[config.mk]
export PLATFORM = sky130hd
export DESIGN_NAME = memRequestArbiter
export DESIGN_NICKNAME = d
export VERILOG_FILES = /design/src/common/memPkg.sv /design/src/arbiter/memRequestArbiter.sv
export SDC_FILE = /design/constraint.sdc
export NUM_CORES = 1
export LEC_CHECK = 0
export BUFFER_PORTS_ARGS = -buffer_cell sky130_fd_sc_hd__buf_2
export CAP_MARGIN = 20
export CORE_UTILIZATION = 36
export CTS_BUF_LIST = sky130_fd_sc_hd__clkbuf_8 sky130_fd_sc_hd__clkbuf_16
export DETAILED_ROUTE_END_ITERATION = 16
export GPL_TIMING_DRIVEN = 0
export PLACE_DENSITY = 0.89
export SLEW_MARGIN = 10
export SYNTH_ARGS = -nofsm -noshare
export SYNTH_HDL_FRONTEND = slang
export SYNTH_SLANG_ARGS = --single-unit
export TNS_END_PERCENT = 10
[constraint.sdc]
create_clock -name clk -period 1.9 [get_ports clk]
set_clock_uncertainty 0.1 [all_clocks]
set_input_delay 0.095 -clock clk [delete_from_list [all_inputs] [get_ports clk]]
set_output_delay 0.095 -clock clk [all_outputs]
set_load 0.02 [all_outputs]
[src/common/memPkg.sv]
package memPkg;

	// word address into the shared memory
	localparam int ADDR_BITS = 10;

	// width of one memory word
	localparam int DATA_BITS = 32;

	// burst word count, zero encodes the largest burst
	localparam int BURST_BITS = 6;

	// number of words behind the address space
	localparam int MEM_WORDS = 1 << ADDR_BITS;

	typedef logic [ADDR_BITS-1:0] memAddr_t;

	typedef logic [DATA_BITS-1:0] memData_t;

	// 0 means 64 words
	typedef logic [BURST_BITS-1:0] burstLen_t;

	// request sequencer
	// writes commit from IDLE without leaving it
	typedef enum logic [1:0] {
		IDLE,
		READ_ISSUE,
		READ_DRAIN
	} seqState_t;

endpackage : memPkg
[src/arbiter/memRequestArbiter.sv]
module memRequestArbiter #(
	parameter int NUM_CACHES = 4
) (
	input  logic clk,
	input  logic rst,
	input  logic grantValid,
	input  logic [$clog2(NUM_CACHES)-1:0] grantCache,
	input  memPkg::memAddr_t grantAddr,
	input  memPkg::burstLen_t grantSize,
	input  logic wrPending,
	input  memPkg::memAddr_t wrAddr,
	input  memPkg::memData_t wrData,
	input  logic memRvalid,
	input  memPkg::memData_t memRdata,
	output logic grantTaken,
	output logic wrPop,
	output memPkg::memAddr_t memAddr,
	output memPkg::memData_t memWdata,
	output logic memWrite,
	output logic memRead,
	output logic [NUM_CACHES-1:0] readValid,
	output memPkg::memData_t readData,
	output logic [NUM_CACHES-1:0] doneRead,
	output logic doneWrite
);
	import memPkg::*;

	localparam int IDX_BITS = $clog2(NUM_CACHES);

	seqState_t state;
	seqState_t nextState;

	// latched burst
	logic [IDX_BITS-1:0] curCache;
	memAddr_t nextAddr;
	burstLen_t lastIdx;

	burstLen_t issueCnt;
	burstLen_t retCnt;
	logic wordIn;
	logic lastWord;

	// words only come back while a burst is open
	assign wordIn = memRvalid && (state != IDLE);
	assign lastWord = wordIn && (retCnt == lastIdx);

	always_comb begin
		nextState = state;
		grantTaken = 1'b0;
		wrPop = 1'b0;
		doneWrite = 1'b0;
		memWrite = 1'b0;
		memRead = 1'b0;
		memAddr = wrAddr;
		case (state)
			IDLE: begin
				// posted writes go ahead of any waiting burst
				if (wrPending) begin
					memWrite = 1'b1;
					wrPop = 1'b1;
					doneWrite = 1'b1;
				end else if (grantValid) begin
					grantTaken = 1'b1;
					nextState = READ_ISSUE;
				end
			end
			READ_ISSUE: begin
				memRead = 1'b1;
				memAddr = nextAddr;
				if (issueCnt == lastIdx) begin
					nextState = READ_DRAIN;
				end
			end
			READ_DRAIN: begin
				if (lastWord) begin
					nextState = IDLE;
				end
			end
			default: nextState = IDLE;
		endcase
	end

	assign memWdata = wrData;
	assign readData = memRdata;

	// steer the returned word to the owner of the burst
	always_comb begin
		readValid = '0;
		doneRead = '0;
		if (wordIn) begin
			readValid[curCache] = 1'b1;
			doneRead[curCache] = lastWord;
		end
	end

	always_ff @(posedge clk or posedge rst) begin
		if (rst) begin
			state <= IDLE;
			issueCnt <= '0;
			retCnt <= '0;
		end else begin
			state <= nextState;
			if (grantTaken) begin
				issueCnt <= '0;
				retCnt <= '0;
			end else begin
				if (memRead) begin
					issueCnt <= issueCnt + 1'b1;
				end
				if (wordIn) begin
					retCnt <= retCnt + 1'b1;
				end
			end
		end
	end

	// lastIdx wraps to 63 for a zero size, giving 64 words
	always_ff @(posedge clk) begin
		if (grantTaken) begin
			curCache <= grantCache;
			lastIdx <= grantSize - 1'b1;
			nextAddr <= grantAddr;
		end else if (memRead) begin
			nextAddr <= nextAddr + 1'b1;
		end
	end

endmodule : memRequestArbiter

==> results.yml <==
global_routing:
  grt_usage_pct: 16.1
  grt_antenna_before_repair: 0
  grt_pass1_vias: 2077
  grt_max_degree: 19
  grt_pass1_wl_um: 9130
  grt-ovfl-total: 0
logic_synthesis:
  async_flop_share_pct: 43.8
  synth_ff_type: "edfxtp_1"
  netlist_top_cells_count: "buf_4, nand2_1, edfxtp_1"
  synth.most_common_cell: "buf_4"
  synth_top_area_cell: "edfxtp_1"
  synth_cells: 269
  ys_seq_area_share_pct: 37.8
  syn_area_um2: 2360
  synth.area.top_cells: "edfxtp_1, buf_4, dfrtp_1"
  ys_types: 31
  synth-seq-cells: 32
  synth_edf_count: 18
  postSynthAreaPerCell_um2: 8.76
  yosys_warnings: 0
  synth_fp_nets: 370
  synth.top_cell.area_share_pct: 22.9
clocking:
  cts.sinks: 32
  clk_pin_slew_ns: 0.07
  cts_tree: "done"
  root_buffer: "clkbuf_8"
  ctsHtreeMaxLevel: 2
  clkLatencyLatePin_ns: 0.29
  cts_buffer_depth: 2
  cts_buffers: 5
placement:
  io_buffer_count: 119
  dpl.hpwl_um: 4300
  pre_cts_ws_ns: -0.158
  gp_congestion: 0.823
worst_setup_path:
  endpoint_kind: "output pin"
  cp.arrival_ns: 1.78
  start_kind: "flop"
  crit_required_ns: 1.70
  cp_max_fo: 18
  path_class: "flop to output pin"
sta:
  drv_slew: 0
  layout_setup_ws_ns: -0.0734
  tightest_slew_ns: 0.527
  setup_viol: 3
  period_share_pct: 104
  max_freq_mhz: 507
  fin_crit_ns: 1.97
  finalHoldViolations: 0
  maxSlewHeadroom_pct: 64.8
  rsz0062_at_grt: "yes"
layout:
  nets: 510
  drive_gt1_share_pct: 52.9
  diodes: 0
  area_growth_pct: 42.4
die:
  rows: 29
  dieArea_um2: 6870
  io_pins: 184
  initial_utilization_pct: 37.1
  die_w_um: 82.9
  dieHeight_um: 82.9
  core_um2: 6350
run_status:
  failed_checks: "negative setup slack"
  status: "complete, but fails checks"
detailed_routing:
  wl_um: 5810
  vias_per_cell: 4.58
  num_vias: 2230
  drc: 0
  drt-initial-drc-count: 129
  ant_nets: 0
  wl_per_cell_um: 11.9
  drt_first_pass_iters: 4
worst_hold_path:
  hold_path.class: "input pin to flop"
job:
  drv_cap: 0
pwr:
  powerDensity_nw_per_um2: 1180
  leakagePower_nw: 1.72
  ir_drop_v: 0.000646
  p_total_w: 0.00397
critical path, cell delays in order (launching register included):
cell and delay [ns]:
dfrtp_2 0.45, or4b_4 0.53, buf_6 0.16, clkinv_8 0.07, buf_12 0.15, buf_6 0.13
cells in the final DEF (no fill, tap or decap), types with 5 or more instances in the layout:
cell type / n
buf_2: 116
buf_4: 74
clkbuf_8: 5
dfrtp_1: 12
dlygate4sd3_1: 9
edfxtp_1: 18
inv_1: 7
nand2_1: 54
nand3_1: 5
nand4_1: 6
nor2_1: 14
o21ai_0: 13
o21ai_1: 6
xnor2_1: 15
xor2_1: 13
report_power, final:
group	total (W)	switching [W]	internal (W)
sequential	0.00135	0.000287	0.00106
clock	0.000649	0.000261	0.000388
combinational	0.00197	0.00115	0.000817
metrics by stage:
stage	setup TNS [ns]	cells	cell area [um^2]	util, %	hold WS, ns
after global placement	-1.03	465	3050	48.0	0.0548
after detailed placement	-1.57	465	3050	48.0	0.0653
after global routing	-0.897	487	3360	52.8	0.0227
after CTS	-0.488	483	3280	51.7	0.00504
final	-0.100	487	3360	52.8	0.0130
after floorplan	0	269	2360	-	-0.116
timing repair:
action	in CTS	in global routing
endpoints found under the setup margin	26	25
pin swaps	0	2
gates resized for setup	10	16
buffers inserted	1	4
hold endpoints to repair	22	0
hold buffers	9	0
layer usage:
layer	up-vias	share of wire (%)	GRT usage [%]
met4	0	2.7	9.09
li1	1094	-	-
met1	1004	37	17.1
met2	118	53	29.3
met3	14	7.0	3.38
met5	-	0	0
registers in the layout (all words and copies together) (netlist names):
name / cells
nextAddr: 10
issueCnt: 6
lastIdx: 6
retCnt: 6
curCache: 2
state: 2
area by class of cell:
class / count / area, um^2
fillers: 571 / 2990
multi-input cells: 154 / 895
flip-flops and latches: 32 / 893
repair buffers: 133 / 734
plain buffers: 73 / 569
well taps: 77 / 96.3
clock buffers: 5 / 68.8
inverters: 10 / 56.3
clock inverters: 3 / 42.5
worst paths after layout:
check	from	end	slack, ns	depth (start not counted)
worst min-delay path	grantSize[4]	lastIdx[4]	0.01	2
worst max-delay path	state[1]	grantTaken	-0.07	5
min in group asynchronous	rst	issueCnt[4]	0.28	3
worst max register to register	state[1]	nextAddr[9]	0.02	5
max in group asynchronous	rst	state[1]	1.04	3
worst min register to register	issueCnt[5]	issueCnt[5]	0.44	1
logic make-up after synthesis:
group	count (synthesis)	synth area share, %
buf+inv	83	25.3
simple gates	97	18.2
mux	1	0.425
compound gates	24	5.68
flops	32	37.8
xor+xnor	28	10.4
fa+ha+maj	4	2.12
No activity file was read; power rests on OpenSTA's default activity.
