## config.mk

```make
export PLATFORM = sky130hd
export DESIGN_NAME = readSelector
export DESIGN_NICKNAME = d
export VERILOG_FILES = /design/src/common/memPkg.sv /design/src/design/readSelector.sv
export SDC_FILE = /design/constraint.sdc
export NUM_CORES = 1
export LEC_CHECK = 0
export BUFFER_PORTS_ARGS = -buffer_cell sky130_fd_sc_hd__buf_2
export CORE_MARGIN = 1
export CORE_UTILIZATION = 35
export DETAILED_ROUTE_END_ITERATION = 8
export GPL_TIMING_DRIVEN = 0
export PLACE_DENSITY = 0.86
export SYNTH_ARGS = -nofsm -noshare
export SYNTH_HDL_FRONTEND = slang
export SYNTH_SLANG_ARGS = --single-unit
```

## constraint.sdc

```tcl
create_clock -name clk -period 2.2 [get_ports clk]
set_input_delay 0.22 -clock clk [delete_from_list [all_inputs] [get_ports clk]]
set_output_delay 0.22 -clock clk [all_outputs]
set_load 0.01 [all_outputs]
```

## src/common/memPkg.sv

```systemverilog
package memPkg;

	// word address into the shared memory
	localparam int ADDR_BITS = 10;

	// width of one memory word
	localparam int DATA_BITS = 32;

	// burst word count, zero encodes the largest burst
	localparam int BURST_BITS = 6;

	// number of words behind the address space
	localparam int MEM_WORDS = 1 << ADDR_BITS;

	typedef logic [ADDR_BITS-1:0] memAddr_t;

	typedef logic [DATA_BITS-1:0] memData_t;

	// 0 means 64 words
	typedef logic [BURST_BITS-1:0] burstLen_t;

	// request sequencer
	// writes commit from IDLE without leaving it
	typedef enum logic [1:0] {
		IDLE,
		READ_ISSUE,
		READ_DRAIN
	} seqState_t;

endpackage : memPkg
```

## src/design/readSelector.sv

```systemverilog
module readSelector #(
	parameter int NUM_CACHES = 4
) (
	input  logic clk,
	input  logic rst,
	input  logic [NUM_CACHES-1:0] readReq,
	input  memPkg::memAddr_t [NUM_CACHES-1:0] readAddr,
	input  memPkg::burstLen_t [NUM_CACHES-1:0] readSize,
	input  logic grantTaken,
	output logic grantValid,
	output logic [$clog2(NUM_CACHES)-1:0] grantCache,
	output memPkg::memAddr_t grantAddr,
	output memPkg::burstLen_t grantSize
);

	localparam int IDX_BITS = $clog2(NUM_CACHES);

	// cache with the highest priority this round
	logic [IDX_BITS-1:0] ptr;

	// scan from the pointer upward, wrapping past the last cache
	always_comb begin
		int cand;
		grantValid = 1'b0;
		grantCache = '0;
		for (int k = 0; k < NUM_CACHES; k++) begin
			cand = int'(ptr) + k;
			if (cand >= NUM_CACHES) begin
				cand = cand - NUM_CACHES;
			end
			if (!grantValid && readReq[cand]) begin
				grantValid = 1'b1;
				grantCache = IDX_BITS'(cand);
			end
		end
	end

	assign grantAddr = readAddr[grantCache];
	assign grantSize = readSize[grantCache];

	// served cache drops to lowest priority
	always_ff @(posedge clk or posedge rst) begin
		if (rst) begin
			ptr <= '0;
		end else if (grantTaken) begin
			if (grantCache == IDX_BITS'(NUM_CACHES - 1)) begin
				ptr <= '0;
			end else begin
				ptr <= grantCache + 1'b1;
			end
		end
	end

endmodule : readSelector

```

==> out/results.ini, run 1 <==
[cells_and_area]
area_growth_pct=68.3
drive_gt1_share_pct=61.1
nets=240
diodes=0
largest_reg_flops=2
fillers=183
top_regs=ptr: 2 flops
largest-register=ptr

[timing]
hold_viol=0
relSlewSlack_pct=85.4
worst_hold_slack_ps=200
fmax_ghz=0.485
tightest_slew_ps=219
skew_ps=2.49
rsz0062_at_grt=no
period_share_pct=93.7
setup_ws_ps=138
final_max_slew_viol_count=0
tns_ps=0
finalSetupViolations=0
timing.final.crit_period_ps=2060

[worst_setup_path]
worstSetupStartpoint=ptr[1]
critPathRequiredTime_ps=1980
crit_arrival_ps=1840
crit_fanout=10
r2r-start=ptr[1]
r2r_slack_ps=760
end_kind=output pin
path_class=flop to output pin
critPathLaunchType=flop
worstReg2RegEnd=ptr[1]
r2r_cells=7

[synthesis]
synth.net_count=145
netlist.area_leader.share_pct=65.4
synthFlopType=dfrtp_1
yosys-top-cells-area=mux2i_1 65%, buf_12 8.0%, dfrtp_1 6.7%
synth-seq-cells=2
syn_avg_cell_area_um2=10.1
synth_seq_area_share_pct=6.68
ys_async_sr_fraction_pct=100
postSynthCellCount=74
synth_largest_area_cell=mux2i_1
synth_edf_count=0
synth_top_cells_by_count=49 x mux2i_1, 3 x a21oi_1, 3 x buf_12, 3 x nor2_1
synthesis.area_um2=749
synth_most_common_cell=mux2i_1
yosysWarnings=0
synth.distinct_cells=16

[cts]
clk-insertion-delay-late_ps=240
path_clk_slew_ps=30
post_cts_resize_count=0
cts_setup_buffers=0
root_buffer=clkbuf_4
h-tree-depth=1
cts_sinks=2
cts_tree=built
hold_buffers=1
clockBufferDepth=2
numCtsBuffers=3

[placement]
dp_hpwl_um=2030
gp_congestion=0.697
preCtsSetupSlack_ps=378
io_buffer_count=89

[hold_path]
whs_endpoint=ptr[1]
min-delay-start=grantTaken
min_path_type=primary input to flop
whs_path_depth=2

[routing]
post_drt_wl_per_cell_um=12.5
wirelength_um=2430
vias=925
drc=0
dr.pass1.iters=4
antenna_left=0
post_drt_via_cell_ratio=4.77
drt_iter0_drc=4

[grt]
top_usage_layer=met2
grt_start_max_net_pins=11
grt_pass1_wl_um=2950
globalRouteTotalUtil_pct=18.0
use_met3_pct=1.11
grt_overflow=0
grtUsageMet1_pct=18.0
antenna_found_initial=0
use_met2_pct=37.6
grt_pass1_vias=772

[run]
max-cap-violations=0

[floorplan]
die_x_um=48.3
core_area_um2=1980
rows=16
die_area_um2=2330
floorplan.io_pins=90
initial_core_util_pct=37.8
fp.dieH_um=48.3

[pwr]
p_leak_nw=0.768
power_density_nw_per_um2=725
power_uw=915
vdd_ir_drop_max_mv=0.447

[run_status]
status=completed

-- cell type report --
type                    instances  area [um^2]  area share (%)
flip-flops and latches          2         50.0            3.97
multi-input cells              64          594            47.1
repair buffers                 90          455            36.1
well taps                      27         33.8            2.68
plain buffers                   6         97.6            7.74
inverters                       2         7.51           0.595
clock buffers                   3         22.5            1.79
-- cell usage in the layout, fill, tap and decap left out, types with 2 or more instances in the layout --
cell and count:
a21oi_1 3, a21oi_2 2, buf_12 3, buf_2 89, buf_6 2, clkbuf_4 3, dfrtp_1 2, inv_1 2
mux2i_1 49, nor2_1 3
-- worst max-delay path: stages, from the launching register on --
cell	delay, ps
dfrtp_1	430
mux2i_1	200
nor2_1	60
nor3_2	190
buf_6	190
buf_8	160
mux2i_1	210
buf_2	150
-- worst max path at each step --
stage / endpoint / depth (start not counted)
after global routing: grantAddr[7] / 8
after CTS: grantAddr[0] / 7
after global placement: grantAddr[0] / 7
after floorplan: grantAddr[0] / 6
after detailed placement: grantAddr[0] / 7
final: grantAddr[0] / 7
-- power breakdown --
part	leakage, nW	internal (mW)	switching [mW]
clock	0.0138	0.0607	0.0273
combinational	0.732	0.412	0.348
sequential	0.0222	0.0491	0.0174
-- kinds of logic (layout without fill, tap and decap cells) --
| kind of cell | after synthesis | count (layout) | synth area share, % |
|---|---|---|---|
| xor+xnor | 1 | 1 | 1.17 |
| buf+inv | 8 | 101 | 14.0 |
| simple gates | 8 | 8 | 6.34 |
| compound gates | 6 | 6 | 6.34 |
| mux | 49 | 49 | 65.4 |
| flops | 2 | 2 | 6.68 |
-- metal layers --
layer  part of all wire (%)  wire (um)  up-vias
met3                    3.8         93        0
met2                     61       1470       34
met1                     36        866      424
met5                      0          0        -
li1                       -          -      467
met4                      0          0        0
-- stage by stage --
stage	std cells	utilization [%]	area, um^2
floorplan	74	-	749
global placement	190	62.0	1230
detailed placement	190	62.0	1230
CTS	194	63.6	1260
global route	194	63.6	1260
finish	194	63.6	1260
(Power assumes the default switching activity.)
==> run 2: changes to the inputs <==
==> config.mk (replaced) <==
export PLATFORM = sky130hd
export DESIGN_NAME = readSelector
export DESIGN_NICKNAME = d
export VERILOG_FILES = /design/src/common/memPkg.sv /design/src/design/readSelector.sv
export SDC_FILE = /design/constraint.sdc
export NUM_CORES = 1
export LEC_CHECK = 0
export ABC_CLOCK_PERIOD_IN_PS = 2200
export CORE_AREA = 2 2 39 41
export DETAILED_ROUTE_END_ITERATION = 8
export DIE_AREA = 0 0 41 43
export DONT_BUFFER_PORTS = 1
export GPL_TIMING_DRIVEN = 0
export PLACE_DENSITY = 0.73
export SYNTH_ARGS = -nofsm -noshare
export SYNTH_HDL_FRONTEND = slang
export SYNTH_SLANG_ARGS = --single-unit
==> run 2 against run 1 <==
Net effect: worst hold slack worse by 130 ps; sequential power up 1%; flip-flop and latch count unchanged; register-to-register slack worse by 30 ps; critical path depth down 1; maximum frequency up 0.20%; power down 19%; final area down 36%; non-clock buffer count down 89; count of clock-buffer cells in the layout unchanged.
==> out/results.ini, run 2 (synthesis gave the netlist of run 1 again) <==
[run_status]
status=completed

[grt]
grt_start_max_net_pins=11  ; unchanged
grt_pass1_vias=601  ; -22%
globalRouteTotalUtil_pct=17.3  ; -0.67 points
grt_overflow=0  ; unchanged
grt_pass1_wl_um=2210  ; -25%
use_met3_pct=1.05  ; -0.064 points
antenna_found_initial=0  ; unchanged
grtUsageMet1_pct=19.3  ; +1.3 points
use_met2_pct=31.6  ; -6.0 points
top_usage_layer=met2

[hold_path]
min_path_type=primary input to flop

[floorplan]
rows=14  ; -2
initial_core_util_pct=54.2  ; +16 points
floorplan.io_pins=90  ; unchanged
fp.dieH_um=43  ; -11%
core_area_um2=1380  ; -30%
die_x_um=41  ; -15%
die_area_um2=1760  ; -24%

[pwr]
power_density_nw_per_um2=919  ; +27%
p_leak_nw=0.420  ; -45%
vdd_ir_drop_max_mv=0.492  ; +10%

[cts]
path_clk_slew_ps=30  ; about the same
root_buffer=clkbuf_4
clockBufferDepth=2  ; unchanged
cts_sinks=2  ; unchanged
clk-insertion-delay-late_ps=220  ; -20 ps
cts_tree=built
h-tree-depth=1  ; unchanged
numCtsBuffers=3  ; unchanged
post_cts_resize_count=0  ; unchanged

[cells_and_area]
fin_cells=94  ; -52%
diodes=0  ; unchanged
area_growth_pct=7.01
layout_common_cells=49 x mux2i_1, 3 x nor2_1, 3 x a21oi_1, 3 x buf_12, 3 x clkbuf_4
final_common_cell=mux2i_1
largest-register=ptr
largest_reg_flops=2  ; unchanged
top_regs=ptr: 2 flops
drive_gt1_share_pct=16.7  ; -44 points
nets=151  ; -37%

[timing]
rsz0062_at_grt=no
timing.final.crit_period_ps=2060  ; -4.20 ps
finalSetupViolations=0  ; unchanged
tightest_slew_ps=314  ; +95.2 ps
skew_ps=3.18  ; +0.694 ps
final_max_slew_viol_count=0  ; unchanged
period_share_pct=93.5  ; -0.19 points
tns_ps=0  ; unchanged
setup_ws_ps=142  ; +4.20 ps
relSlewSlack_pct=78.4  ; -6.9 points
worst_hold_slack_ps=68.4  ; -132 ps
hold_viol=0  ; unchanged
fmax_ghz=0.486  ; +0.20%

[worst_setup_path]
end_kind=output pin
cp_slowest_cell=dfrtp_1
path_cells=mux2i_1, nor2_1, nor3_2, buf_6, buf_8, mux2i_1
critPathRequiredTime_ps=1980  ; about the same
crit_fanout=10  ; unchanged
worst_path_most_repeated_cell=mux2i_1
path_class=flop to output pin
r2r_slack_ps=730  ; -30 ps
critPathLaunchType=flop
critPathMaxStageDelay_ps=440  ; about the same
crit_arrival_ps=1840  ; about the same

[routing]
drc=0  ; unchanged
post_drt_via_cell_ratio=6.30  ; +32%
vias=592  ; -36%
antenna_left=0  ; unchanged
drt_iter0_drc=6  ; +2
post_drt_wl_per_cell_um=16.5  ; +32%
wirelength_um=1560  ; -36%
dr.pass1.iters=3  ; -1

[placement]
io_buffer_count=0  ; -100%
preCtsSetupSlack_ps=362  ; -15.7 ps
gp_congestion=0.673  ; -3.4%
placed_cells=90  ; -53%
dp_hpwl_um=1320  ; -35%

[run]
max-cap-violations=0  ; unchanged

==> run 2: cell count changes in the layout (fill, tap and decap cells not counted), sizes merged <==
cell,previous run,this run
buf,95,6
==> run 2: area by class of cell <==
type                            instances  area, um^2
Multi-Input combinational cell         64         594
Fill cell                             120         582
Buffer                                  6        97.6
Sequential cell                         2        50.0
Clock buffer                            3        22.5
Tap cell                               16        20.0
Timing Repair Buffer                    1        10.0
Inverter                                2        7.51
==> run 2: what timing repair did <==
action	4_1_cts	5_1_grt
setup buffers	0	0
hold buffers	1	0
hold endpoints to repair	2	0
==> run 2: worst paths after layout <==
kind / from / endpoint / cells past startpoint
worst max-delay path: ptr[1] / grantAddr[0] / 6
min in group asynchronous: rst / ptr[1] / 2
worst min-delay path: grantTaken / ptr[1] / 1
worst min register to register: ptr[0] / ptr[0] / 2
max in group asynchronous: rst / ptr[0] / 2
worst max register to register: ptr[1] / ptr[0] / 6
==> run 2: where the power goes <==
part / internal (mW) / total, mW / switching, mW / leakage [nW]
Sequential: 0.0491 / 0.0672 / 0.0181 / 0.0222
Combinational: 0.299 / 0.590 / 0.291 / 0.384
Clock: 0.0600 / 0.0795 / 0.0194 / 0.0138
==> run 2: stage by stage <==
stage / area [um^2] / utilization [%] / total power [mW]
2_1_floorplan: 749 / - / 0.606
3_3_place_gp: 769 / 55.6 / 0.655
3_5_place_dp: 769 / 55.6 / 0.664
4_1_cts: 802 / 58.0 / 0.750
5_1_grt: 802 / 58.0 / 0.782
6_report: 802 / 58.0 / 0.737
==> run 2: routing by layer <==
metal | vias up | share of wire [%]
met5 | - | 0
met4 | 0 | 0
met3 | 0 | 10
met2 | 42 | 54
met1 | 261 | 36
li1 | 289 | -
==> run 2: critical path, delay by kind of cell (launching register included) <==
kind,cells,cell delay [ps]
muxes,2,560
DFF,1,440
buffers and inverters,2,370
and+or+nand+nor,2,250
