File: config.mk
export PLATFORM = sky130hd
export DESIGN_NAME = writeBuffer
export DESIGN_NICKNAME = d
export VERILOG_FILES = /design/src/common/memPkg.sv /design/src/design/writeBuffer.sv
export SDC_FILE = /design/constraint.sdc
export NUM_CORES = 1
export LEC_CHECK = 0
export ABC_AREA = 0
export BUFFER_PORTS_ARGS = -buffer_cell sky130_fd_sc_hd__buf_2
export CAP_MARGIN = 40
export CORE_AREA = 3 3 152 154
export CTS_CLUSTER_DIAMETER = 60
export DETAILED_ROUTE_END_ITERATION = 7
export DIE_AREA = 0 0 155 157
export GPL_ROUTABILITY_DRIVEN = 1
export PLACE_DENSITY = 0.55
export SYNTH_ARGS = -nofsm -noshare
export SYNTH_HDL_FRONTEND = slang
export SYNTH_SLANG_ARGS = --single-unit
File: constraint.sdc
create_clock -name clk -period 2.65 [get_ports clk]
set_input_delay 0.265 -clock clk [delete_from_list [all_inputs] [get_ports clk]]
set_output_delay 0.265 -clock clk [all_outputs]
set_load 0.05 [all_outputs]
File: src/common/memPkg.sv
package memPkg;

	// word address into the shared memory
	localparam int ADDR_BITS = 10;

	// width of one memory word
	localparam int DATA_BITS = 32;

	// burst word count, zero encodes the largest burst
	localparam int BURST_BITS = 6;

	// number of words behind the address space
	localparam int MEM_WORDS = 1 << ADDR_BITS;

	typedef logic [ADDR_BITS-1:0] memAddr_t;

	typedef logic [DATA_BITS-1:0] memData_t;

	// 0 means 64 words
	typedef logic [BURST_BITS-1:0] burstLen_t;

	// request sequencer
	// writes commit from IDLE without leaving it
	typedef enum logic [1:0] {
		IDLE,
		READ_ISSUE,
		READ_DRAIN
	} seqState_t;

endpackage : memPkg
File: src/design/writeBuffer.sv
module writeBuffer #(
	parameter int WRITE_DEPTH = 4
) (
	input  logic clk,
	input  logic rst,
	input  logic writeReq,
	input  memPkg::memAddr_t writeAddr,
	input  memPkg::memData_t writeData,
	input  logic wrPop,
	output logic writeReady,
	output logic wrPending,
	output memPkg::memAddr_t wrAddr,
	output memPkg::memData_t wrData
);
	import memPkg::*;

	localparam int PTR_BITS = (WRITE_DEPTH > 1) ? $clog2(WRITE_DEPTH) : 1;
	localparam int CNT_BITS = $clog2(WRITE_DEPTH + 1);

	memAddr_t addrMem [WRITE_DEPTH];
	memData_t dataMem [WRITE_DEPTH];

	logic [PTR_BITS-1:0] wrPtr;
	logic [PTR_BITS-1:0] rdPtr;
	logic [CNT_BITS-1:0] count;
	logic push;

	assign writeReady = (count != CNT_BITS'(WRITE_DEPTH));
	assign wrPending = (count != '0);
	assign push = writeReq && writeReady;

	// head entry seen by the arbiter
	assign wrAddr = addrMem[rdPtr];
	assign wrData = dataMem[rdPtr];

	always_ff @(posedge clk) begin
		if (push) begin
			addrMem[wrPtr] <= writeAddr;
			dataMem[wrPtr] <= writeData;
		end
	end

	always_ff @(posedge clk or posedge rst) begin
		if (rst) begin
			wrPtr <= '0;
			rdPtr <= '0;
			count <= '0;
		end else begin
			if (push) begin
				wrPtr <= (wrPtr == PTR_BITS'(WRITE_DEPTH - 1)) ? '0 : wrPtr + 1'b1;
			end
			if (wrPop) begin
				rdPtr <= (rdPtr == PTR_BITS'(WRITE_DEPTH - 1)) ? '0 : rdPtr + 1'b1;
			end
			// simultaneous push and pop leaves the count alone
			case ({push, wrPop})
				2'b10: count <= count + 1'b1;
				2'b01: count <= count - 1'b1;
				default: count <= count;
			endcase
		end
	end

endmodule : writeBuffer

==> results of run 1 <==
report_power, final:
part           internal, mW  switching [mW]  leakage [nW]
sequential             3.66           0.226          1.62
combinational         0.994            2.21         0.805
clock                  1.46           0.979         0.280
total                  6.12            3.42          2.70
flip-flops by register name, indices dropped and copies added (netlist names):
signal	flops
dataMem	128
addrMem	40
count	3
rdPtr	2
wrPtr	2
cells in the final DEF, fill, tap and decap left out:
| master | synthesis | final |
|---|---|---|
| fa_1 | 1 | 1 |
| ha_1 | 6 | 6 |
| clkbuf_16 | 0 | 17 |
| mux4_2 | 42 | 42 |
| dfrtp_1 | 7 | 5 |
| inv_6 | 0 | 1 |
| mux2_4 | 2 | 2 |
| buf_12 | 0 | 2 |
| bufinv_16 | 0 | 3 |
| and3_2 | 4 | 4 |
| and2_4 | 1 | 1 |
| dlygate4sd3_1 | 0 | 1 |
| xnor2_1 | 2 | 2 |
| clkinv_1 | 0 | 4 |
| inv_1 | 4 | 4 |
| nor2_1 | 2 | 2 |
| nand2b_1 | 1 | 1 |
| xor2_1 | 1 | 1 |
| buf_2 | 2 | 89 |
| clkinv_4 | 0 | 3 |
| or3_2 | 1 | 1 |
| mux2i_1 | 1 | 1 |
| or3b_4 | 1 | 1 |
| edfxtp_1 | 168 | 168 |
| dfrtp_4 | 0 | 1 |
| clkinv_2 | 0 | 1 |
| mux2_2 | 2 | 2 |
| buf_4 | 4 | 4 |
| clkbuf_1 | 4 | 1 |
| dfrtp_2 | 0 | 1 |
stage by stage:
| stage | std cells | utilization | power [mW] |
|---|---|---|---|
| 2_1_floorplan | 256 | - | 6.398 |
| 3_3_place_gp | 621 | 0.3348 | 7.187 |
| 3_5_place_dp | 621 | 0.3348 | 7.256 |
| 4_1_cts | 652 | 0.3616 | 9.739 |
| 5_1_grt | 652 | 0.3616 | 10.02 |
| 6_report | 652 | 0.3616 | 9.539 |
final cells by class:
type                            instances  area [µm²]
Clock buffer                           18       429.2
Fill cell                            2042       13930
Inverter                                4       15.01
Multi-Input combinational cell         67        1201
Sequential cell                       175        5225
Timing Repair Buffer                   96       525.5
Tap cell                              280       350.3
Clock inverter                         12       145.1
per-layer routing:
layer,GRT usage,share of wire,vias to the layer above
met5,0,0,-
met4,0.04079,0.017,0
met3,0.03162,0.042,15
met2,0.1638,0.50,61
met1,0.1321,0.44,1525
li1,-,-,1293
worst max-delay path: cells and delay by family, from the launching register on:
family,cells,cell delay (ns)
buffers and inverters,2,0.50
multiplexers,1,0.33
flip-flops,1,0.81
how the worst max path moves through the flow:
stage	endpoint	cells after the start	start	slack, ns
after floorplan	count[1]	6	count[0]	0.52
after global placement	count[1]	6	count[0]	0.60
after CTS	wrAddr[1]	3	rdPtr[1]	0.22
after detailed placement	count[1]	6	count[0]	0.55
final	wrData[6]	3	rdPtr[1]	0.31
after global routing	wrData[21]	3	rdPtr[1]	0.19
kinds of logic (layout without fill, tap and decap cells):
family,after synthesis,in the layout
DFF,175,175
muxes,47,47
buffers and inverters,14,130
and+or+nand+nor,10,10
adders and majority gates,7,7
xor gates and xnor gates,3,3
==> key figures, run 1 <==
Outcome
  • Outcome: completed

Setup path
  • Cell Chain, Critical Path: buf_12 > mux4_2 > buf_2
  • FF-to-FF path depth: 6
  • Critical Path RT: ~2.4 ns
  • RR Endpoint: count[1]
  • Startpoint Class: flop
  • Slowest CP cell: dfrtp_2
  • Max stage delay on crit path: 0.81 ns
  • Critical Path End Type: output port
  • RR Startpoint: count[0]
  • Kind of critical path: flop to output port
  • CP Max Fanout: 23
  • R2R setup slack: 0.53 ns
  • Crit path arrival time: 2.07 ns

STA
  • Min Tclk post-route: about 2.3 ns
  • PnR worst setup slack: 0.3115 ns
  • Fin. max-slew vios: 0
  • Achievable Freq: 427.6 MHz
  • RSZ-0062 raised after global routing: no
  • Tcrit/Tclk final: 0.8825
  • Setup TNS: 0 ns
  • Worst hold margin: 0.06502 ns
  • Worst rel slew slack: 0.5295
  • Clock skew: between 0.005 and 0.006 ns
  • Worst-Margin Slew: 0.7057 ns
  • Final Hold Vio Count: 0
  • Final setup fails: 0

Synth
  • Syn nets: 309
  • Ranking of synthesized cells by area: edfxtp_1, mux4_2, dfrtp_1
  • Commonest cells in the synthesized netlist: edfxtp_1, mux4_2, dfrtp_1
  • Syn_area_per_cell: 25.36 µm²
  • Main combinational cell family by area after synthesis: multiplexers
  • Synth top area share: 0.7772
  • Library cell with the highest instance count after synthesis: edfxtp_1
  • Sequential share of the synthesized area: 0.8042
  • Yosys warning count: 0
  • Post-Synth Simple-Gate Area: 0.01099
  • Post-synthesis mux area share: 0.1554
  • Post-synth EDFFs: between 150 and 200
  • Post-synth top area cell: edfxtp_1
  • Fraction of the mapped netlist area in compound gates: 0
  • Post-synthesis instance total: 256
  • Async S/R FF share, synth: 0.04000
  • Mapped Area: 6491 µm²
  • Adder-Cell Fraction of Synth Area: 0.01465
  • Yosys reg bits: 175
  • XOR/XNOR share of the synthesized area: 0.004048
  • Number of distinct library cells after synthesis: 20
  • Top_reg_cell synth: edfxtp_1

Run
  • # Max-Cap Violations: 0

Global route
  • First-pass GRT wire length: between 15000 and 20000 µm
  • Initial antenna violation count: 0
  • Vias in the first global route: 3240
  • Largest net degree at the start of global routing: 45
  • GRT Total Usage: 0.1027
  • Grt ovf: 0

Placement
  • Gpl congestion: 0.6413
  • Post-DP HPWL: 6810 µm
  • Dpl ws: 0.5528 ns
  • # port buffers: 89
  • Area after DPL: 7307 µm²

Clock tree
  • Clock latency at the later pin of the worst-skew pair: 0.41 ns
  • Clk root buf: clkbuf_16
  • H-tree levels: 4
  • Clock net sink count: 175
  • Clock slew at reported path FFs: 0.06 ns
  • CTS tree: yes
  • Buffer count from post-CTS setup fixing: 0
  • CTS Buf Count: 17
  • CTS resizes: 0
  • Clk buf depth: 2
  • Cts hold-fix bufs: 1

Drt
  • Routed Antenna Nets: 0
  • Initial DRC count: between 80 and 90
  • First-pass DRT Iterations: 4
  • DR WL/cell: between 15 and 20 µm
  • Drt drc: 0
  • Vias: 2894
  • Via/cell ratio: 4.439
  • Overall routed net length: ~12000 µm

Worst hold path
  • Critical hold path startpoint: writeData[30]
  • Hold path endpoint: dataMem[0][30]
  • Min-delay worst type: input pin to flop
  • Hold Crit Depth: 1

Floorplanning
  • Core area: approximately 22000 µm²
  • Die W: between 150 and 200 µm
  • Cell row count: 54
  • Initial Utilization: 0.2974
  • IO Pins: 90
  • Die Y: approximately 160 µm
  • Die ar.: about 24000 µm²

Pwr
  • PwrDens: between 1000 and 1500 nW/µm²
  • P_leak: 2.704 nW
  • IR drop worst, VDD: 653.4 µV

Final layout
  • Nets@finish: 414
  • Antenna Diode Count: 0
  • Share of cells above drive strength 1: 0.4704
  • Area delta synth->final: 21.57%
  • Finished Cell Area: 7891 µm²
No activity file was read; power rests on OpenSTA's default activity.
==> inputs of run 2 (changes only) <==
CORE_AREA = 3 3 100 126   (was 3 3 152 154)
DIE_AREA = 0 0 103 129   (was 0 0 155 157)
PLACE_DENSITY = 0.87   (was 0.55)
==> key figures, run 2 (synthesized netlist as in run 1, its figures left out) <==
Outcome
  • Outcome: completed (unchanged)

Setup path
  • CP Max Fanout: 18 (was 23)
  • Slowest CP cell: dfrtp_4 (was dfrtp_2)
  • Delay-heaviest family, CP: flip-flops (unchanged)
  • FF-to-FF path depth: 6 (unchanged)
  • Critical Path RT: 2.38 ns (about the same)
  • RR Endpoint: count[1] (unchanged)
  • Critical Path End Type: output port (unchanged)
  • Max stage delay on crit path: 0.65 ns (was 0.81 ns)
  • Crit path arrival time: 2.16 ns (was 2.07 ns)
  • Buf/Inv on CP: 2 (unchanged)
  • Startpoint Class: flop (unchanged)
  • Cell Chain, Critical Path: buf_4 > mux4_2 > buf_2 (was buf_12 > mux4_2 > buf_2)
  • R2R setup slack: 0.50 ns (was 0.53 ns)
  • RR Startpoint: count[0] (unchanged)
  • Kind of critical path: flop to output port (unchanged)

Drt
  • Via/cell ratio: 5.817 (was 4.439)
  • Drt drc: 0 (unchanged)
  • Routed Antenna Nets: 0 (unchanged)
  • First-pass DRT Iterations: 4 (unchanged)
  • Vias: 2984 (was 2894)
  • Overall routed net length: 11140 µm (was 11910 µm)
  • DR WL/cell: 21.72 µm (was 18.26 µm)
  • Initial DRC count: 120 (was 87)

Clock tree
  • CTS tree: yes (unchanged)
  • Clk buf depth: 2 (unchanged)
  • Clock net sink count: 175 (unchanged)
  • Buffer count from post-CTS setup fixing: 0 (unchanged)
  • Clock slew at reported path FFs: 0.07 ns (was 0.06 ns)
  • CTS Buf Count: 17 (unchanged)
  • H-tree levels: 4 (unchanged)
  • Clock latency at the later pin of the worst-skew pair: 0.42 ns (was 0.41 ns)
  • CTS resizes: 0 (unchanged)
  • Clk root buf: clkbuf_16 (unchanged)

Global route
  • Largest net degree at the start of global routing: 28 (was 45)
  • GRT Total Usage: 0.1822 (was 0.1027)
  • Initial antenna violation count: 1 (was 0)
  • Vias in the first global route: 3216 (was 3240)
  • First-pass GRT wire length: 17370 µm (was 18550 µm)
  • Grt ovf: 0 (unchanged)

STA
  • Achievable Freq: 412.2 MHz (was 427.6 MHz)
  • PnR worst setup slack: 0.2241 ns (was 0.3115 ns)
  • Final Hold Vio Count: 0 (unchanged)
  • RSZ-0062 raised after global routing: no (unchanged)
  • Setup TNS: 0 ns (unchanged)
  • Final setup fails: 0 (unchanged)
  • Tcrit/Tclk final: 0.9154 (was 0.8825)
  • Worst-Margin Slew: 0.6959 ns (was 0.7057 ns)
  • Clock skew: 0.009714 ns (was 0.005580 ns)
  • Fin. max-slew vios: 0 (unchanged)
  • Min Tclk post-route: 2.426 ns (was 2.339 ns)
  • Worst rel slew slack: 0.5361 (was 0.5295)

Pwr
  • Net Sw Frac: 0.3616 (was 0.3581)
  • Pint: 6.105 mW (was 6.123 mW)
  • IR drop worst, VDD: 838.1 µV (was 653.4 µV)
  • Clock power share: 0.254 (was 0.256)
  • PwrDens: 1229 nW/µm² (was 1209 nW/µm²)
  • Switch Pwr: 3.458 mW (was 3.416 mW)
  • Comb power frac: 0.333 (was 0.336)
  • Reg power frac: 0.412 (was 0.408)
  • Tot Pwr: 9.563 mW (was 9.539 mW)
  • P_leak: 2.725 nW (was 2.704 nW)

Final layout
  • Antenna Diode Count: 0 (unchanged)
  • Most common cell after layout, fill and taps aside: edfxtp_1 (unchanged)
  • Area delta synth->final: 19.91% (was 21.57%)
  • Final non-filler cell total: 513 (was 652)
  • Reg with most FFs: dataMem (unchanged)
  • Nets@finish: 415 (was 414)
  • Max reg flops: 128 (unchanged)
  • Share of cells above drive strength 1: 0.4853 (was 0.4704)
  • Fillers: 752 (was 2042)
  • Most frequent cells in the layout: edfxtp_1, buf_2, mux4_2 (unchanged)
  • Largest regs: dataMem: 128 flops, addrMem: 40 flops, count: 3 flops (unchanged)

Worst hold path
  • Hold Crit Depth: 1 (unchanged)
  • Min-delay worst type: input pin to flop (unchanged)
  • Hold path endpoint: dataMem[3][23] (was dataMem[0][30])
  • Critical hold path startpoint: writeData[23] (was writeData[30])

Floorplanning
  • Die ar.: 13290 µm² (was 24340 µm²)
  • Die W: 103 µm (was 155 µm)
  • Core area: 11560 µm² (was 21820 µm²)
  • Cell row count: 44 (was 54)
  • IO Pins: 90 (unchanged)
  • Die Y: 129 µm (was 157 µm)
  • Initial Utilization: 0.5615 (was 0.2974)

Placement
  • Dpl ws: 0.5056 ns (was 0.5528 ns)
  • Dpl cells: 480 (was 621)
  • Post-DP HPWL: 7116 µm (was 6810 µm)
  • # port buffers: 89 (unchanged)
  • Gpl congestion: 0.7392 (was 0.6413)

Run
  • # Max-Cap Violations: 0 (unchanged)
[run 2: changes by cell type in the layout (fill, tap and decap cells not counted), moves of 2 or more]
cell and change:
buf_12 +4, buf_4 -3, clkinv_1 -3, clkinvlp_4 +2, inv_6 +2
[run 2: how the worst max path moves through the flow]
stage / startpoint / to / slack [ns] / cells after the start
after floorplan: count[0] / count[1] / 0.52 / 6
after global placement: count[0] / count[1] / 0.61 / 6
after detailed placement: count[0] / count[1] / 0.51 / 6
after CTS: rdPtr[0] / wrData[31] / 0.15 / 3
after global routing: rdPtr[0] / wrData[31] / 0.07 / 3
final: rdPtr[0] / wrData[31] / 0.22 / 3
[run 2: power groups by stage]
stage               registers, mW  clock network (mW)  logic, mW
CTS                          3.97                2.48       3.24
global route                 4.01                2.60       3.36
finish                       3.94                2.43       3.19
global placement             3.98                   0       3.10
detailed placement           4.02                   0       3.23
floorplan                    3.81                   0       2.59
[run 2: layer usage]
layer | wire, µm | GRT usage
met1 | 4342 | 0.2306
met2 | 5917 | 0.2913
met3 | 534 | 0.04935
met4 | 337 | 0.09070
met5 | 9 | 0
[run 2: what timing repair did]
item,4_1_cts,5_1_grt
endpoints found under the setup margin,0,0
hold buffers,1,0
hold endpoints to repair,7,0
[run 2: layout make-up]
cell class / count / area [µm²] / area share
repair buffers: 97 / 583.1 / 0.07491
clock buffers: 17 / 425.4 / 0.05465
well taps: 138 / 172.7 / 0.02218
clock inverters: 15 / 161.4 / 0.02074
inverters: 4 / 15.01 / 0.001929
flip-flops and latches: 175 / 5225 / 0.6713
multi-input cells: 67 / 1201 / 0.1543
[run 2: through the flow]
| step | util | instance area (µm²) | hold WS, ns |
|---|---|---|---|
| 2_1_floorplan | - | 6491 | 0.06840 |
| 3_3_place_gp | 0.6147 | 7107 | 0.1986 |
| 3_5_place_dp | 0.6216 | 7187 | 0.2077 |
| 4_1_cts | 0.6733 | 7784 | 0.04299 |
| 5_1_grt | 0.6733 | 7784 | 0.04589 |
| 6_report | 0.6733 | 7784 | 0.06289 |
==> inputs of run 3 (changes only) <==
CORE_AREA = 3 3 97 122   (was 3 3 100 126)
DIE_AREA = 0 0 100 125   (was 0 0 103 129)
PLACE_DENSITY = 0.82   (was 0.87)
RECOVER_POWER = 50   (was not set)
clock period = 2.9 ns   (was 2.65 ns; I/O delays follow)
==> key figures, run 3 (synthesized netlist as in run 1, its figures left out) <==
Global route
  • Initial antenna violation count: 1 (unchanged)
  • Largest net degree at the start of global routing: 34 (was 28)
  • GRT Total Usage: 0.1953 (was 0.1822)
  • First-pass GRT wire length: 17720 µm (was 17370 µm)
  • Grt ovf: 0 (unchanged)
  • Vias in the first global route: 3225 (was 3216)

Setup path
  • Cell Chain, Critical Path: buf_4 > mux4_2 > buf_2 (unchanged)
  • FF-to-FF path depth: 6 (unchanged)
  • Startpoint Class: flop (unchanged)
  • Crit. path cell count: 3 (unchanged)
  • Kind of critical path: flop to output port (unchanged)
  • Critical Path RT: 2.61 ns (was 2.38 ns)
  • Delay-heaviest family, CP: flip-flops (unchanged)
  • Slowest CP cell: dfrtp_2 (was dfrtp_4)
  • Max stage delay on crit path: 0.91 ns (was 0.65 ns)
  • Crit path arrival time: 2.16 ns (about the same)
  • CP Max Fanout: 33 (was 18)
  • Critical Path End Type: output port (unchanged)
  • Buf/Inv on CP: 2 (unchanged)

Clock tree
  • Buffer count from post-CTS setup fixing: 0 (unchanged)
  • H-tree levels: 4 (unchanged)
  • Clk buf depth: 2 (unchanged)
  • Clock latency at the later pin of the worst-skew pair: 0.42 ns (about the same)
  • Clk root buf: clkbuf_16 (unchanged)
  • Clock net sink count: 175 (unchanged)
  • CTS tree: yes (unchanged)
  • Clock slew at reported path FFs: 0.06 ns (was 0.07 ns)
  • CTS resizes: 0 (unchanged)
  • CTS Buf Count: 17 (unchanged)

Run
  • # Max-Cap Violations: 0 (unchanged)

Floorplanning
  • Die Y: 125 µm (was 129 µm)
  • Die ar.: 12500 µm² (was 13290 µm²)
  • Initial Utilization: 0.6085 (was 0.5615)
  • Die W: 100 µm (was 103 µm)
  • IO Pins: 90 (unchanged)
  • Core area: 10670 µm² (was 11560 µm²)
  • Cell row count: 42 (was 44)

Final layout
  • Final non-filler cell total: 507 (was 513)
  • Share of cells above drive strength 1: 0.3600 (was 0.4853)
  • Most common cell after layout, fill and taps aside: edfxtp_1 (unchanged)
  • Reg with most FFs: dataMem (unchanged)
  • Final Util: 0.7241 (was 0.6733)
  • Antenna Diode Count: 0 (unchanged)
  • Finished Cell Area: 7725 µm² (was 7784 µm²)
  • Area delta synth->final: 19.01% (was 19.91%)
  • Max reg flops: 128 (unchanged)
  • Largest regs: dataMem: 128 flops, addrMem: 40 flops, count: 3 flops (unchanged)
  • Nets@finish: 415 (unchanged)
  • Most frequent cells in the layout: edfxtp_1, buf_2, mux4_2, clkbuf_1, clkbuf_16 (was edfxtp_1, buf_2, mux4_2)

STA
  • Fin. max-slew vios: 0 (unchanged)
  • Setup TNS: 0 ns (unchanged)
  • Achievable Freq: 408.0 MHz
  • Final setup fails: 0 (unchanged)
  • Worst hold margin: 0.1145 ns (was 0.06289 ns)
  • Min Tclk post-route: 2.451 ns
  • Worst-Margin Slew: 0.9625 ns (was 0.6959 ns)
  • Final Hold Vio Count: 0 (unchanged)
  • Tcrit/Tclk final: 0.8451
  • Worst rel slew slack: 0.3583 (was 0.5361)
  • RSZ-0062 raised after global routing: no (unchanged)
  • PnR worst setup slack: 0.4493 ns (was 0.2241 ns)
  • Clock skew: 0.005248 ns (was 0.009714 ns)

Drt
  • DR WL/cell: 22.16 µm (was 21.72 µm)
  • Vias: 2921 (was 2984)
  • Initial DRC count: 194 (was 120)
  • Routed Antenna Nets: 0 (unchanged)
  • Overall routed net length: 11230 µm (was 11140 µm)
  • Drt drc: 0 (unchanged)
  • Via/cell ratio: 5.761 (was 5.817)
  • First-pass DRT Iterations: 4 (unchanged)

Pwr
  • IR drop worst, VDD: 705.0 µV (was 838.1 µV)
  • PwrDens: 1139 nW/µm² (was 1229 nW/µm²)
  • Tot Pwr: 8.795 mW (was 9.563 mW)
  • P_leak: 2.615 nW (was 2.725 nW)

Placement
  • Post-DP HPWL: 6860 µm (was 7116 µm)
  • Dpl cells: 474 (was 480)
  • # port buffers: 89 (unchanged)
  • Area after DPL: 7167 µm² (was 7187 µm²)
  • Dpl ws: 0.8032 ns (was 0.5056 ns)
  • Gpl congestion: 0.7605 (was 0.7392)

Worst hold path
  • Hold Crit Depth: 2 (was 1)
  • Min-delay worst type: input pin to flop (unchanged)

Outcome
  • Outcome: completed (unchanged)
run 3: cell type report:
type | count | area [µm²]
Clock inverter | 15 | 182.7
Fill cell | 635 | 2943
Inverter | 4 | 15.01
Timing Repair Buffer | 97 | 518.0
Multi-Input combinational cell | 67 | 1194
Sequential cell | 175 | 5225
Tap cell | 132 | 165.2
Clock buffer | 17 | 425.4
run 3: worst paths after layout:
path                               start        end  slack [ns]
worst max-delay path            rdPtr[1]  wrAddr[9]        0.45
worst min-delay path               wrPop   rdPtr[0]        0.11
worst max register to register  count[0]   count[1]        0.67
worst min register to register  count[2]   count[2]        0.51
max in group asynchronous            rst   rdPtr[0]        2.27
min in group asynchronous            rst   wrPtr[1]        0.37
run 3: routing by layer:
| metal | up-vias | global-route usage | part of all wire |
|---|---|---|---|
| met4 | 2 | 0.08882 | 0.014 |
| met2 | 85 | 0.3194 | 0.54 |
| li1 | 1300 | - | - |
| met1 | 1521 | 0.2527 | 0.39 |
| met5 | - | 0 | 0.0012 |
| met3 | 13 | 0.04345 | 0.052 |
run 3: timing repair:
item | in CTS | in global routing
hold endpoints to repair | 7 | 0
endpoints found under the setup margin | 0 | 0
hold buffers | 1 | 0
run 3: where the power goes:
part | internal, mW | switching, mW
logic | 0.922 | 1.95
clock network | 1.37 | 0.939
registers | 3.34 | 0.269
total | 5.64 | 3.16
